<file path="config.mk">
export PLATFORM = sky130hd
export DESIGN_NAME = median_filter_top
export DESIGN_NICKNAME = d
export VERILOG_FILES = /design/src/source/median_pkg.sv /design/src/source/median_filter_top.sv /design/src/source/frame_ctrl.sv /design/src/source/pixel_counter.sv /design/src/source/window_buffer.sv /design/src/source/median_calc.sv /design/src/source/sort3.sv
export VERILOG_INCLUDE_DIRS = /design/src /design/src/source
export SDC_FILE = /design/constraint.sdc
export NUM_CORES = 1
export LEC_CHECK = 0
export BUFFER_PORTS_ARGS = -buffer_cell sky130_fd_sc_hd__buf_2
export CORE_MARGIN = 5
export CORE_UTILIZATION = 66
export CTS_BUF_LIST = sky130_fd_sc_hd__clkbuf_2 sky130_fd_sc_hd__clkbuf_4 sky130_fd_sc_hd__clkbuf_8
export DETAILED_ROUTE_END_ITERATION = 10
export GPL_TIMING_DRIVEN = 1
export PLACE_DENSITY_LB_ADDON = 0.15
export SETUP_SLACK_MARGIN = 0.2
export SLEW_MARGIN = 0
export SYNTH_ARGS = -nofsm -noshare
export SYNTH_HDL_FRONTEND = slang
export SYNTH_SLANG_ARGS = --single-unit
</file>
<file path="constraint.sdc">
create_clock -name clk -period 7.2 [get_ports clk]
set_clock_uncertainty 0.1 [all_clocks]
set_input_delay 0 -clock clk [delete_from_list [all_inputs] [get_ports clk]]
set_output_delay 0 -clock clk [all_outputs]
set_load 0.01 [all_outputs]
</file>
<file path="src/source/median_macros.svh">
`ifndef MEDIAN_MACROS_SVH
`define MEDIAN_MACROS_SVH

// ======================================================================
// Pixel format.
// ======================================================================

`define PIX_W 8

// ======================================================================
// Frame geometry.
// ======================================================================

// Pixels per row.
`define IMG_W 16

// Rows per frame.
`define IMG_H 8

`endif
</file>
<file path="src/source/median_pkg.sv">
`include "median_macros.svh"

package median_pkg;

  typedef logic [`PIX_W-1:0] pixel_t;

  // Three horizontally adjacent pixels.
  typedef struct packed {
    pixel_t left;
    pixel_t mid;
    pixel_t right;
  } row_t;

  // Full 3x3 neighbourhood, top row first.
  typedef struct packed {
    row_t top;
    row_t mid;
    row_t bot;
  } window_t;

  // Result of a three-way sort.
  typedef struct packed {
    pixel_t max;
    pixel_t med;
    pixel_t min;
  } triple_t;

  typedef struct packed {
    logic [$clog2(`IMG_H)-1:0] row;
    logic [$clog2(`IMG_W)-1:0] col;
  } pos_t;

  // Travels next to the data through the window and the sorter.
  typedef struct packed {
    logic valid;
    logic last;
  } stage_tag_t;

endpackage

</file>
<file path="src/source/median_filter_top.sv">
`timescale 1ns/10ps

module median_filter_top (
  input  logic               clk,
  input  logic               rst_n,
  input  logic               in_req_i,
  input  median_pkg::pixel_t in_pix_i,
  output logic               in_ack_o,
  output median_pkg::pixel_t median_o,
  output logic               median_valid_o,
  output logic               frame_done_o
);

  logic                   push;
  logic                   pix_interior;
  logic                   pix_last;
  median_pkg::window_t    win;
  median_pkg::stage_tag_t win_tag;
  median_pkg::stage_tag_t out_tag;

  frame_ctrl u_ctrl (
    .clk          (clk),
    .rst_n        (rst_n),
    .in_req_i     (in_req_i),
    .in_ack_o     (in_ack_o),
    .last_i       (pix_last),
    .pipe_last_i  (out_tag.last),
    .push_o       (push),
    .frame_done_o (frame_done_o)
  );

  pixel_counter u_counter (
    .clk        (clk),
    .rst_n      (rst_n),
    .step_i     (push),
    .pos_o      (),
    .interior_o (pix_interior),
    .last_o     (pix_last)
  );

  window_buffer u_window (
    .clk        (clk),
    .rst_n      (rst_n),
    .push_i     (push),
    .pix_i      (in_pix_i),
    .interior_i (pix_interior),
    .last_i     (pix_last),
    .win_o      (win),
    .tag_o      (win_tag)
  );

  median_calc u_calc (
    .clk      (clk),
    .rst_n    (rst_n),
    .win_i    (win),
    .tag_i    (win_tag),
    .median_o (median_o),
    .tag_o    (out_tag)
  );

  assign median_valid_o = out_tag.valid;

endmodule

</file>
<file path="src/source/frame_ctrl.sv">
`timescale 1ns/10ps

module frame_ctrl (
  input  logic clk,
  input  logic rst_n,
  input  logic in_req_i,
  output logic in_ack_o,
  input  logic last_i,
  input  logic pipe_last_i,
  output logic push_o,
  output logic frame_done_o
);

  typedef enum logic [1:0] {
    IDLE,
    WAIT_REQ_LOW,
    DRAIN
  } state_t;

  state_t state_q;
  logic   last_pend_q;
  logic   pipe_seen_q;
  logic   drain_done;

  // Accept the pixel in the cycle req is first seen.
  assign push_o = (state_q == IDLE) && in_req_i;

  // The last tag may come back before the source drops req.
  assign drain_done = pipe_last_i || pipe_seen_q;

  always_ff @(posedge clk) begin
    if (!rst_n) begin
      state_q      <= IDLE;
      in_ack_o     <= 1'b0;
      last_pend_q  <= 1'b0;
      pipe_seen_q  <= 1'b0;
      frame_done_o <= 1'b0;
    end else begin
      frame_done_o <= 1'b0;
      if (pipe_last_i) pipe_seen_q <= 1'b1;
      case (state_q)
        IDLE: begin
          if (in_req_i) begin
            in_ack_o    <= 1'b1;
            last_pend_q <= last_i;
            state_q     <= WAIT_REQ_LOW;
          end
        end
        WAIT_REQ_LOW: begin
          if (!in_req_i) begin
            in_ack_o <= 1'b0;
            state_q  <= last_pend_q ? DRAIN : IDLE;
          end
        end
        DRAIN: begin
          if (drain_done) begin
            frame_done_o <= 1'b1;
            last_pend_q  <= 1'b0;
            pipe_seen_q  <= 1'b0;
            state_q      <= IDLE;
          end
        end
        default: state_q <= IDLE;
      endcase
    end
  end

endmodule

</file>
<file path="src/source/pixel_counter.sv">
`timescale 1ns/10ps

`include "median_macros.svh"

module pixel_counter (
  input  logic             clk,
  input  logic             rst_n,
  input  logic             step_i,
  output median_pkg::pos_t pos_o,
  output logic             interior_o,
  output logic             last_o
);

  localparam int ROW_W = $clog2(`IMG_H);
  localparam int COL_W = $clog2(`IMG_W);

  median_pkg::pos_t pos_q;
  logic             row_end;

  assign row_end = (pos_q.col == COL_W'(`IMG_W - 1));
  assign last_o  = row_end && (pos_q.row == ROW_W'(`IMG_H - 1));

  // Full window exists once two rows and two columns lie behind.
  assign interior_o = (pos_q.row >= ROW_W'(2)) && (pos_q.col >= COL_W'(2));

  always_ff @(posedge clk) begin
    if (!rst_n) begin
      pos_q <= '0;
    end else if (step_i) begin
      if (last_o) begin
        pos_q <= '0;
      end else if (row_end) begin
        pos_q.col <= '0;
        pos_q.row <= pos_q.row + 1'b1;
      end else begin
        pos_q.col <= pos_q.col + 1'b1;
      end
    end
  end

  assign pos_o = pos_q;

endmodule

</file>
<file path="src/source/window_buffer.sv">
`timescale 1ns/10ps

`include "median_macros.svh"

module window_buffer (
  input  logic                   clk,
  input  logic                   rst_n,
  input  logic                   push_i,
  input  median_pkg::pixel_t     pix_i,
  input  logic                   interior_i,
  input  logic                   last_i,
  output median_pkg::window_t    win_o,
  output median_pkg::stage_tag_t tag_o
);

  localparam int PTR_W = $clog2(`IMG_W);

  function automatic median_pkg::row_t shift_row(median_pkg::row_t r, median_pkg::pixel_t p);
    median_pkg::row_t n;
    n.left  = r.mid;
    n.mid   = r.right;
    n.right = p;
    return n;
  endfunction

  // Row r-1 and row r-2 relative to the incoming pixel.
  median_pkg::pixel_t line1 [`IMG_W];
  median_pkg::pixel_t line2 [`IMG_W];

  logic [PTR_W-1:0]       wr_ptr;
  median_pkg::pixel_t     col_top;
  median_pkg::pixel_t     col_mid;
  median_pkg::window_t    win_q;
  median_pkg::stage_tag_t tag_q;

  assign col_top = line2[wr_ptr];
  assign col_mid = line1[wr_ptr];

  // ======================================================================
  // Column pointer.
  // ======================================================================

  always_ff @(posedge clk) begin
    if (!rst_n) begin
      wr_ptr <= '0;
    end else if (push_i) begin
      if (wr_ptr == PTR_W'(`IMG_W - 1)) begin
        wr_ptr <= '0;
      end else begin
        wr_ptr <= wr_ptr + 1'b1;
      end
    end
  end

  // ======================================================================
  // Line buffers and window.
  // ======================================================================

  always_ff @(posedge clk) begin
    if (push_i) begin
      line2[wr_ptr] <= line1[wr_ptr];
      line1[wr_ptr] <= pix_i;
      win_q.top     <= shift_row(win_q.top, col_top);
      win_q.mid     <= shift_row(win_q.mid, col_mid);
      win_q.bot     <= shift_row(win_q.bot, pix_i);
    end
  end

  // Single-cycle tag, one cycle behind the push.
  always_ff @(posedge clk) begin
    if (!rst_n) begin
      tag_q <= '0;
    end else begin
      tag_q.valid <= push_i & interior_i;
      tag_q.last  <= push_i & last_i;
    end
  end

  assign win_o = win_q;
  assign tag_o = tag_q;

endmodule

</file>
<file path="src/source/median_calc.sv">
`timescale 1ns/10ps

module median_calc (
  input  logic                   clk,
  input  logic                   rst_n,
  input  median_pkg::window_t    win_i,
  input  median_pkg::stage_tag_t tag_i,
  output median_pkg::pixel_t     median_o,
  output median_pkg::stage_tag_t tag_o
);

  function automatic median_pkg::pixel_t max2(median_pkg::pixel_t a, median_pkg::pixel_t b);
    return (a > b) ? a : b;
  endfunction

  function automatic median_pkg::pixel_t min2(median_pkg::pixel_t a, median_pkg::pixel_t b);
    return (a > b) ? b : a;
  endfunction

  // ======================================================================
  // Tag pipeline, four deep to match the data path.
  // ======================================================================

  median_pkg::stage_tag_t s1_tag, s2_tag, s3_tag, s4_tag;

  always_ff @(posedge clk) begin
    if (!rst_n) begin
      s1_tag <= '0;
      s2_tag <= '0;
      s3_tag <= '0;
      s4_tag <= '0;
    end else begin
      s1_tag <= tag_i;
      s2_tag <= s1_tag;
      s3_tag <= s2_tag;
      s4_tag <= s3_tag;
    end
  end

  // ======================================================================
  // Data pipeline.
  // ======================================================================

  median_pkg::window_t s1_win;
  median_pkg::triple_t top_sort, mid_sort, bot_sort;
  median_pkg::triple_t s2_top, s2_mid, s2_bot;
  median_pkg::triple_t med_sort;
  median_pkg::triple_t s3_q;
  median_pkg::triple_t final_sort;
  median_pkg::pixel_t  s4_median;

  // Stage 1 captures the window.
  always_ff @(posedge clk) begin
    s1_win <= win_i;
  end

  sort3 u_sort_top (
    .a_i      (s1_win.top.left),
    .b_i      (s1_win.top.mid),
    .c_i      (s1_win.top.right),
    .sorted_o (top_sort)
  );

  sort3 u_sort_mid (
    .a_i      (s1_win.mid.left),
    .b_i      (s1_win.mid.mid),
    .c_i      (s1_win.mid.right),
    .sorted_o (mid_sort)
  );

  sort3 u_sort_bot (
    .a_i      (s1_win.bot.left),
    .b_i      (s1_win.bot.mid),
    .c_i      (s1_win.bot.right),
    .sorted_o (bot_sort)
  );

  // Stage 2 holds the sorted rows.
  always_ff @(posedge clk) begin
    s2_top <= top_sort;
    s2_mid <= mid_sort;
    s2_bot <= bot_sort;
  end

  sort3 u_sort_med (
    .a_i      (s2_top.med),
    .b_i      (s2_mid.med),
    .c_i      (s2_bot.med),
    .sorted_o (med_sort)
  );

  // Stage 3 narrows to three candidates, low bound in min, high bound in max.
  always_ff @(posedge clk) begin
    s3_q.min <= max2(max2(s2_top.min, s2_mid.min), s2_bot.min);
    s3_q.med <= med_sort.med;
    s3_q.max <= min2(min2(s2_top.max, s2_mid.max), s2_bot.max);
  end

  sort3 u_sort_final (
    .a_i      (s3_q.min),
    .b_i      (s3_q.med),
    .c_i      (s3_q.max),
    .sorted_o (final_sort)
  );

  always_ff @(posedge clk) begin
    s4_median <= final_sort.med;
  end

  assign median_o = s4_median;
  assign tag_o    = s4_tag;

endmodule

</file>
<file path="src/source/sort3.sv">
`timescale 1ns/10ps

module sort3 (
  input  median_pkg::pixel_t  a_i,
  input  median_pkg::pixel_t  b_i,
  input  median_pkg::pixel_t  c_i,
  output median_pkg::triple_t sorted_o
);

  median_pkg::pixel_t hi_ab;
  median_pkg::pixel_t lo_ab;
  median_pkg::pixel_t lo_abc;

  // First exchange orders a and b.
  assign hi_ab = (a_i > b_i) ? a_i : b_i;
  assign lo_ab = (a_i > b_i) ? b_i : a_i;

  // Second exchange finds the overall max.
  assign sorted_o.max = (hi_ab > c_i) ? hi_ab : c_i;
  assign lo_abc       = (hi_ab > c_i) ? c_i : hi_ab;

  // Third exchange splits the two remaining values.
  assign sorted_o.med = (lo_ab > lo_abc) ? lo_ab : lo_abc;
  assign sorted_o.min = (lo_ab > lo_abc) ? lo_abc : lo_ab;

endmodule

</file>
Yosys cells after proc, flatten, opt, wreduce, memory -nomap -nowiden
Memories as Yosys holds them, arrays and structs flattened. A register that Yosys moved wholly into a read port is not among the register bits.
Index checks and enable logic that the tools add are counted.
Widths: inputs -> output; s select.
{ "word_totals": {"ram_bits": 256, "inputBits": 11, "regBits": 267, "out_inout_bits": 11, "wordCells": 150, "memories": 2} }
{ "mem_list": {"columns": ["memory", "words", "word_bits", "read_ports", "rd_ports_with_merged_regs", "write_ports", "line", "rtl"], "rows": [
  ["u_window.line1", 16, 8, 1, 1, 1, "window_buffer.sv:27", "median_pkg::pixel_t line1 [`IMG_W];"],
  ["u_window.line2", 16, 8, 1, 1, 1, "window_buffer.sv:28", "median_pkg::pixel_t line2 [`IMG_W];"]
]} }
{ "op_classes": {"bitwise": 2, "eq_ne": 8, "add_sub_neg": 3, "n_mux": 53, "n_reduce_logical": 13, "magnitude_cmp": 21} }
{ "ops": {"columns": ["operator", "n"], "rows": [
  ["$mux 8", 30],
  ["$gt 8x8->1", 19],
  ["$mux 4", 4],
  ["$mux 1", 10],
  ["$reduce_and 3->1", 3],
  ["$add 4x1->4 const B", 2],
  ["$eq 4x4->1 const B", 2],
  ["$mux 2", 4],
  ["$mux 7", 1],
  ["$pmux 2 s3", 1],
  ["$reduce_bool 2->1", 3],
  ["$ge 4x2->1 const B", 1],
  ["$ne 2x2->1 const B", 2],
  ["$pmux 1 s2", 2],
  ["$reduce_and 2->1", 2],
  ["$add 3x1->3 const B", 1],
  ["$eq 3x3->1 const B", 1],
  ["$ge 3x2->1 const B", 1],
  ["$logic_and 1x1->1", 3],
  ["$mux 3", 1],
  ["$and 1x1->1", 2],
  ["$eq 2x1->1 const B", 1],
  ["$eq 2x2->1 const B", 1],
  ["$logic_not 2->1", 1],
  ["other kinds (2)", 2]
]} }

Depth between registers and ports, before layout
Gate-level depths: netlist of the first run.
{ "depth": {"word_depth": 6, "mapped_depth": 27, "ltp_nobuf": 23} }

By module
Synthesis of the first run repeated with hierarchy kept, for this count alone.
{ "unflattened": {"hier_cells": 1833, "hier_area_um2": 25141.6} }
{ "modules_own_cells": {"columns": ["module", "seq_area_each_um2", "area_each_um2", "cells_per_inst", "instances"], "rows": [
  ["window_buffer", 10049.6, 12301.8, 526, 1],
  ["sort3 (u_calc.u_sort_final ...)", 0.0, 1417.6, 170, 4],
  ["median_calc", 3683.5, 5143.7, 389, 1],
  ["sort3 (u_calc.u_sort_bot)", 0.0, 1407.6, 172, 1],
  ["pixel_counter", 140.1, 374.1, 42, 1],
  ["frame_ctrl", 120.1, 244.0, 24, 1]
]} }

Worst setup path after synthesis of the first run
OpenSTA, ideal clock, no wires.
{ "synth_path": {"path_kind": "register -> register", "startpoint": "register u_ctrl.state_q[1]", "endpoint": "memory u_window.line1[0][0] (netlist bit), enable pin", "t_arrival_ns": 4.583, "required_ns": 6.691, "synth_period_minus_slack_ns": 5.092, "path_buffers": 2, "setup_slack_ns": 2.108, "setup_ns": 0.409, "path_stages_with_launch": 7, "path_cell_list": "dfxtp_1 nor2b_1 nor2b_1 buf_2 buf_1 nand2_1 nor3_1"} }
{ "synth_between": {"elab_chain_len": 4} }
{ "synth_rtl": {"columns": ["item", "line", "rtl"], "rows": [
  ["start, declared", "frame_ctrl.sv:20", "state_t state_q;"],
  ["start signal, assigned", "frame_ctrl.sv:52", "state_q <= last_pend_q ? DRAIN : IDLE;"],
  ["$logic_not 2->1", "frame_ctrl.sv:26", "assign push_o = (state_q == IDLE) && in_req_i;"],
  ["$logic_and 1x1->1", "frame_ctrl.sv:26", null],
  ["net push", "median_filter_top.sv:14", "logic push;"],
  ["$mux 1", "window_buffer.sv:60", "if (push_i) begin"],
  ["$mux 1 (not written as such)", "window_buffer.sv:62", "line1[wr_ptr] <= pix_i;"],
  ["end, declared", "window_buffer.sv:27", null]
]} }
The timed path passes the listed nets, and every way through them passes these cells.

==> load_flow_metrics.sql, run 1 <==
INSERT INTO impl_metrics (metric_group, metric, value, unit) VALUES
('placement', 'place.detailed.hpwl', '32.8', 'mm'),
('yosys', 'synth_area_per_cell', '13.9', 'um2'),
('finish', 'final_core_area_utilization', '73.5', '%'),
('global_route', 'globalRoute.totalOverflow', '0', ''),
('finish', 'area.growth.synth_to_final', '10.5', '%'),
('sta', 'finalWorstSetupSlack', '1000', 'ps'),
('pwr', 'total_leakage_power', '10.0', 'nW'),
('worst_setup_path', 'regToRegEndpoint', 'u_calc.s2_mid[6]', ''),
('route', 'drt_iter0_drc', '875', ''),
('route', 'drtAntennaViolNets', '0', ''),
('yosys', 'synth.distinct_cells', '67', ''),
('worst_setup_path', 'slowest_stage', 'a31oi_2', ''),
('route', 'routed_len_inst', '20.6', 'um'),
('global_route', 'grt_first_pass_wirelength', '76.0', 'mm'),
('floorplan', 'floorplan.die.height', '199', 'um'),
('job', 'cap_viol_max_count', '0', ''),
('pwr', 'irDropWorstVdd', '0.665', 'mV'),
('yosys', 'synth.yosys.seq_area_share', '59.6', '%'),
('finish', 'ratio_of_cells_with_drive_above_1_in_the_final_layout', '21.0', '%'),
('clock_tree', 'cts_setup_buffers', '0', ''),
('floorplan', 'design.die.area', '39400', 'um2'),
('finish', 'antenna_cells_inserted', '0', ''),
('sta', 'setup_repair_after_global_routing_missed_its_margin', 'no', ''),
('clock_tree', 'cts.sink_count', '535', ''),
('global_route', 'antenna_violations_before_repair', '0', ''),
('clock_tree', 'clkLatencyLatePin', '650', 'ps'),
('clock_tree', 'total_cts_buffers', '83', ''),
('sta', 'report.final.slew_viol_count', '0', ''),
('clock_tree', 'cts.reportedPaths.clkPinSlew', '60', 'ps'),
('yosys', 'synth_async_sr_flop_share', '0', '%'),
('worst_hold_path', 'hold_class', 'input pin to flop', ''),
('route', 'routed_wl', '47.4', 'mm'),
('sta', 'aggregate_negative_setup_slack', '0', 'ps'),
('global_route', 'grt_start_max_net_pins', '73', ''),
('yosys', 'synth.area.top_cells', 'edfxtp_1, dfxtp_1, ha_1, mux4_2, mux2_2', ''),
('pwr', 'totalPowerFinal', '11.3', 'mW'),
('run_status', 'outcome', 'complete, no violations', ''),
('yosys', 'synthCells', '1692', ''),
('floorplan', 'dieWidth', '199', 'um'),
('sta', 'maxClockFrequency', '161', 'MHz'),
('placement', 'dpl_worst_slack', '1040', 'ps'),
('placement', 'io_buffer_count', '21', ''),
('worst_hold_path', 'timing.hold.worst_path_depth', '2', ''),
('floorplan', 'floorplan.initialDensity', '66.5', '%'),
('global_route', 'grt_pass1_vias', '14100', ''),
('route', 'post_drt_via_cell_ratio', '6.02', ''),
('clock_tree', 'cts_hold_repair.buffers', '11', ''),
('worst_setup_path', 'critical_path.startpoint', 'u_calc.s1_win[33]', ''),
('floorplan', 'coreArea', '35300', 'um2'),
('worst_setup_path', 'timing.critical_path.fanout_max', '21', ''),
('floorplan', 'row_count', '69', ''),
('clock_tree', 'postCtsResizedCells', '0', ''),
('finish', 'fin_area', '25900', 'um2'),
('worst_setup_path', 'worst_path_most_repeated_cell', 'ha_1', ''),
('global_route', 'gr-usage-all-layers', '24.7', '%'),
('yosys', 'yosys_most_used_dff', 'edfxtp_1', ''),
('sta', 'report.final.hold_viol_count', '0', ''),
('pwr', 'p_per_area', '437', 'nW/um2'),
('worst_setup_path', 'rr_worst_depth', '21', ''),
('clock_tree', 'root_buffer_cell', 'clkbuf_8', ''),
('placement', 'dpl_cells', '2145', ''),
('placement', 'gpl.final_weighted_congestion', '0.908', ''),
('yosys', 'yosys.area.top_type_share', '42.0', '%'),
('yosys', 'synth.net_count', '1863', ''),
('clock_tree', 'h-tree-depth', '3', ''),
('yosys', 'synth_seq_cells', '535', ''),
('placement', 'placed_area', '24100', 'um2'),
('finish', 'finalNetCount', '1951', ''),
('worst_setup_path', 'worst_setup_ep', 'u_calc.s2_mid[6]', ''),
('route', 'route.detailed.drc', '0', ''),
('floorplan', 'ioPinCount', '22', '');
[where the power goes]
part | internal (mW) | total [mW] | switching, mW
Combinational | 2.05 | 4.78 | 2.72
Sequential | 3.68 | 3.97 | 0.290
Clock | 1.46 | 2.59 | 1.13
[worst min path at each step]
stage                       startpoint                    to
finish                     in_pix_i[3]  u_window.line1[9][3]
global route                  in_req_i     u_ctrl.state_q[1]
CTS                           in_req_i     u_ctrl.state_q[1]
detailed placement  u_window.win_o[19]     u_calc.s1_win[19]
global placement              in_req_i       u_ctrl.in_ack_o
floorplan                  in_pix_i[0]  u_window.line1[0][0]
[sequential cells by signal, indices dropped and copies added (netlist names), 2 cells and up, named ones only]
name and cells:
u_window.line2 128, u_calc.s2_tag 2, u_ctrl.state_q 2, u_window.line1 128
u_window.win_o 72, u_window.tag_o 2, u_calc.s3_tag 2, u_window.wr_ptr 4
u_calc.s2_top 24, u_counter.pos_o 7, u_calc.s1_win 72, u_calc.s1_tag 2
u_calc.s3_q 24, u_calc.s2_bot 24, u_calc.tag_o 2, u_calc.median_o 8
u_calc.s2_mid 24
[final cells by class]
cell class	instances	area (um2)	area share, %
Clock inverter	35	343	1.32
Sequential cell	535	14000	54.0
Inverter	124	465	1.79
Clock buffer	111	1370	5.29
Tap cell	461	577	2.22
Multi-Input combinational cell	974	8740	33.7
Timing Repair Buffer	62	440	1.70
[critical path: cells and delay by family, from the launching register on]
kind / cells / cell delay, ps
buffers and inverters: 2 / 210
adders and majority gates: 3 / 860
muxes: 2 / 730
and+or+nand+nor: 6 / 1190
AOI/OAI and AO/OA: 8 / 2650
DFF: 1 / 380
[cell families (layout without fill, tap and decap cells)]
group,after synthesis,count (layout),synth area share [%]
compound gates,324,324,9.59
xor+xnor,5,5,0.187
fa+ha+maj,160,160,8.53
buf+inv,183,332,3.26
flops,535,535,59.6
mux,180,180,12.4
simple gates,305,305,6.40
[metal layers]
layer / vias to the layer above / global-route usage, % / share of wire, %
li1: 6617 / - / -
met1: 6762 / 32.9 / 42
met2: 399 / 42.1 / 51
met3: 78 / 3.68 / 5.0
met4: 0 / 8.28 / 2.4
met5: - / 0 / 0
[cell usage in the layout (no fill, tap or decap), drive strengths merged, types with 12 or more instances in the layout]
master,synthesis,final
nor3,12,12
o211ai,13,13
nor2,74,74
o221a,40,40
o21ai,103,103
clkinv,0,22
a21oi,76,76
o21bai,16,16
ha,160,160
a21o,14,14
dfxtp,207,207
nor2b,22,22
clkbuf,21,111
inv,124,127
mux4,80,80
buf,38,51
and2,15,15
nand4,33,33
nand3,20,20
mux2,56,56
edfxtp,328,328
nand2,104,104
mux2i,44,44
o22ai,24,24
[cells in the mapped netlist (all sizes together), types with 3 or more instances]
| library cell | number |
|---|---|
| mux4 | 80 |
| or2 | 4 |
| nand3 | 20 |
| a31oi | 11 |
| nor3 | 12 |
| o22ai | 24 |
| a21o | 14 |
| and2 | 15 |
| edfxtp | 328 |
| nor2b | 22 |
| nand2b | 6 |
| and4 | 4 |
| o21a | 5 |
| o221a | 40 |
| a221oi | 8 |
| a21oi | 76 |
| nand4 | 33 |
| nor3b | 3 |
| nor2 | 74 |
| o211ai | 13 |
| ha | 160 |
| buf | 38 |
| dfxtp | 207 |
| mux2i | 44 |
| inv | 124 |
| xor2 | 3 |
| clkbuf | 21 |
| mux2 | 56 |
| a211o | 3 |
| o21bai | 16 |
| nand2 | 104 |
| a211oi | 4 |
| o21ai | 103 |
Power figures use the tool's default switching activity.
==> inputs of run 2 (changes only) <==
Settings changed: CORE_UTILIZATION 66 to 67, CTS_BUF_LIST sky130_fd_sc_hd__clkbuf_2 sky130_fd_sc_hd__clkbuf_4 sky130_fd_sc_hd__clkbuf_8 to sky130_fd_sc_hd__clkbuf_4, GPL_ROUTABILITY_DRIVEN set to 0.
Clock period 7.2 ns to 7.6 ns, I/O delays scaled along.
==> run 2 against run 1 <==
Effect of this change:
- sequential share of layout area fell by 0.22 points
- global-route usage rose by 2.1 points
- combinational power fell by 4%
- critical path depth rose by 1
- first-iteration DRC count rose by 38%
- setup slack improved by 170 ps
- flip-flop and latch count did not move
- non-clock buffer count rose by 4
- register-to-register slack improved by 170 ps
- core utilization rose by 1.9 points
- maximum frequency fell by 3.6%
- die area fell by 1.4%
- highest routed layer unchanged
==> load_flow_metrics.sql, run 2 (synthesis results as in run 1) <==
INSERT INTO impl_metrics (metric_group, metric, value, unit) VALUES
('run_status', 'outcome', 'complete, no violations', ''),
('floorplan', 'design.die.area', '38900', 'um2'),
('finish', 'largest_registers_in_the_final_layout', 'u_window.line1 x128, u_window.line2 x128', ''),
('global_route', 'grt_start_max_net_pins', '66', ''),
('clock_tree', 'postCtsResizedCells', '0', ''),
('clock_tree', 'cts.reportedPaths.clkPinSlew', '70', 'ps'),
('floorplan', 'row_count', '68', ''),
('sta', 'maxClockFrequency', '156', 'MHz'),
('worst_setup_path', 'critPathLaunchType', 'flop', ''),
('placement', 'place.detailed.hpwl', '33.4', 'mm'),
('floorplan', 'floorplan.initialDensity', '67.9', '%'),
('sta', 'report.final.hold_viol_count', '0', ''),
('route', 'drt_iter0_drc', '1206', ''),
('pwr', 'irDropWorstVdd', '0.784', 'mV'),
('job', 'cap_viol_max_count', '0', ''),
('pwr', 'comb_power_share', '42.7', '%'),
('finish', 'instances_no_fill', '2389', ''),
('route', 'routed_wl', '50.6', 'mm'),
('floorplan', 'ioPinCount', '22', ''),
('route', 'detail_route.first_pass.iterations', '5', ''),
('route', 'route.vias.total', '14500', ''),
('finish', 'ratio_of_cells_with_drive_above_1_in_the_final_layout', '24.3', '%'),
('floorplan', 'dieWidth', '197', 'um'),
('pwr', 'internal_power', '6.73', 'mW'),
('global_route', 'gr-usage-all-layers', '26.7', '%'),
('sta', 'setup_repair_after_global_routing_missed_its_margin', 'no', ''),
('global_route', 'antenna_violations_before_repair', '1', ''),
('clock_tree', 'cts.sink_count', '535', ''),
('pwr', 'p_per_area', '413', 'nW/um2'),
('pwr', 'power.switching_fraction', '37.5', '%'),
('worst_setup_path', 'worst_path_most_repeated_cell', 'ha_1', ''),
('worst_setup_path', 'critPathCaptureType', 'flop', ''),
('pwr', 'totalPowerFinal', '10.8', 'mW'),
('worst_setup_path', 'slowest_stage', 'o31ai_4', ''),
('worst_setup_path', 'worstSetupPathType', 'flop to flop', ''),
('sta', 'aggregate_negative_setup_slack', '0', 'ps'),
('sta', 'fin_hold_ws', '73.8', 'ps'),
('clock_tree', 'h-tree-depth', '4', ''),
('pwr', 'power.net_switching', '4.03', 'mW'),
('worst_setup_path', 'timing.critical_path.fanout_max', '25', ''),
('sta', 'finalSetupViolations', '0', ''),
('pwr', 'pwr-share-clk', '22.3', '%'),
('finish', 'area.growth.synth_to_final', '11.0', '%'),
('pwr', 'share_of_total_power_in_sequential_cells', '35.0', '%'),
('route', 'route.detailed.drc', '0', ''),
('global_route', 'grt_first_pass_wirelength', '80.2', 'mm'),
('pwr', 'total_leakage_power', '10.2', 'nW'),
('worst_setup_path', 'path_cells', 'inv_1, ha_1, nor2b_1, o211ai_1, a21oi_1, o31ai_4, mux2_2, ha_1, and3_4, a221o_1, a21oi_2, a31oi_4, buf_4, mux2i_1, ha_1, and4_1, o2bb2ai_1, a31oi_2, inv_2, and2_1, nor2_2, o221a_1', ''),
('sta', 'tightestPinTransition', '1220', 'ps'),
('clock_tree', 'tritoncts', 'built', ''),
('global_route', 'grt_pass1_vias', '15000', ''),
('clock_tree', 'cts_setup_buffers', '0', ''),
('finish', 'mostFrequentLayoutCell', 'edfxtp_1', ''),
('clock_tree', 'total_cts_buffers', '132', ''),
('sta', 'slew_headroom', '18.3', '%'),
('global_route', 'globalRoute.totalOverflow', '0', ''),
('floorplan', 'floorplan.die.height', '197', 'um'),
('sta', 'report.final.slew_viol_count', '0', ''),
('route', 'drtAntennaViolNets', '0', ''),
('route', 'post_drt_via_cell_ratio', '6.07', ''),
('worst_setup_path', 'timing.critical_path.slowest_cell_delay', '760', 'ps'),
('placement', 'dpl_cells', '2128', ''),
('finish', 'fill_cells', '2116', ''),
('finish', 'finalNetCount', '2004', ''),
('worst_setup_path', 'cp.required', '8220', 'ps'),
('clock_tree', 'clkLatencyLatePin', '820', 'ps'),
('floorplan', 'coreArea', '34500', 'um2'),
('sta', 'finalWorstPathRequiredPeriod', '6430', 'ps'),
('route', 'routed_len_inst', '21.2', 'um'),
('placement', 'io_buffer_count', '21', ''),
('clock_tree', 'root_buffer_cell', 'clkbuf_4', ''),
('clock_tree', 'ctsLongestPathBuffers', '3', ''),
('sta', 'period_share', '84.6', '%'),
('worst_hold_path', 'hold_class', 'input pin to flop', ''),
('worst_setup_path', 'cp.arrival', '7050', 'ps'),
('finish', 'layout_common_cells', 'edfxtp_1, dfxtp_1, clkbuf_4', '');
-- run 2: cell types whose count changed in the layout (fill, tap and decap cells not counted), sizes merged --
| cell | previous run | this run |
|---|---|---|
| inv | 127 | 128 |
| clkinv | 22 | 29 |
| diode | 0 | 2 |
| clkinvlp | 4 | 0 |
| bufinv | 6 | 3 |
| dlygate4sd3 | 11 | 26 |
| buf | 51 | 40 |
| clkbuf | 111 | 197 |
-- run 2: worst paths after layout --
kind	start	endpoint	slack [ps]	cells past startpoint
worst max-delay path	u_calc.s1_win[33]	u_calc.s2_mid[5]	1170	22
worst min-delay path	in_pix_i[0]	u_window.line1[7][0]	70	2
worst max register to register	u_calc.s1_win[33]	u_calc.s2_mid[5]	1170	22
worst min register to register	u_window.win_o[67]	u_calc.s1_win[67]	230	0
-- run 2: critical path, delay by kind of cell (launching register included) --
family	cells	cell delay [ps]
compound gates	9	2680
buf+inv	3	580
fa+ha+maj	3	890
flops	1	390
simple gates	5	1050
mux	2	680
-- run 2: routing by layer --
metal	track usage, %	vias up	share of wire [%]
met4	9.58	0	3.0
met1	33.0	7038	39
met2	47.3	546	52
li1	-	6807	-
met3	5.24	112	5.6
met5	0	-	0
-- run 2: power groups by stage --
stage	logic, mW	registers, mW	clock network, mW
2_1_floorplan	3.55	3.70	0
3_3_place_gp	4.35	3.81	0
3_5_place_dp	4.50	3.82	0
4_1_cts	4.54	3.76	2.43
5_1_grt	5.12	3.80	2.63
6_report	4.60	3.76	2.39
-- run 2: area by class of cell --
cell class / instances / area, um2 / area share (%)
antenna: 2 / 5.00 / 0.0192
tap: 455 / 569 / 2.19
inverter: 124 / 465 / 1.79
clock buffer: 197 / 1480 / 5.68
sequential: 535 / 14000 / 53.7
clock inverter: 36 / 244 / 0.937
multi-input combinational: 974 / 8770 / 33.7
timing repair buffer: 66 / 508 / 1.95
-- run 2: timing repair --
action,CTS,global route
setup endpoints to repair,0,0
hold buffers,26,0
endpoints found under the hold margin,178,0
-- run 2: through the flow --
step	utilization (%)	worst slack [ps]	instance area (um2)
floorplan	-	2510	23500
global placement	69.6	1500	24100
detailed placement	69.6	1260	24100
CTS	75.4	1230	26000
global route	75.4	647	26000
finish	75.4	1170	26000
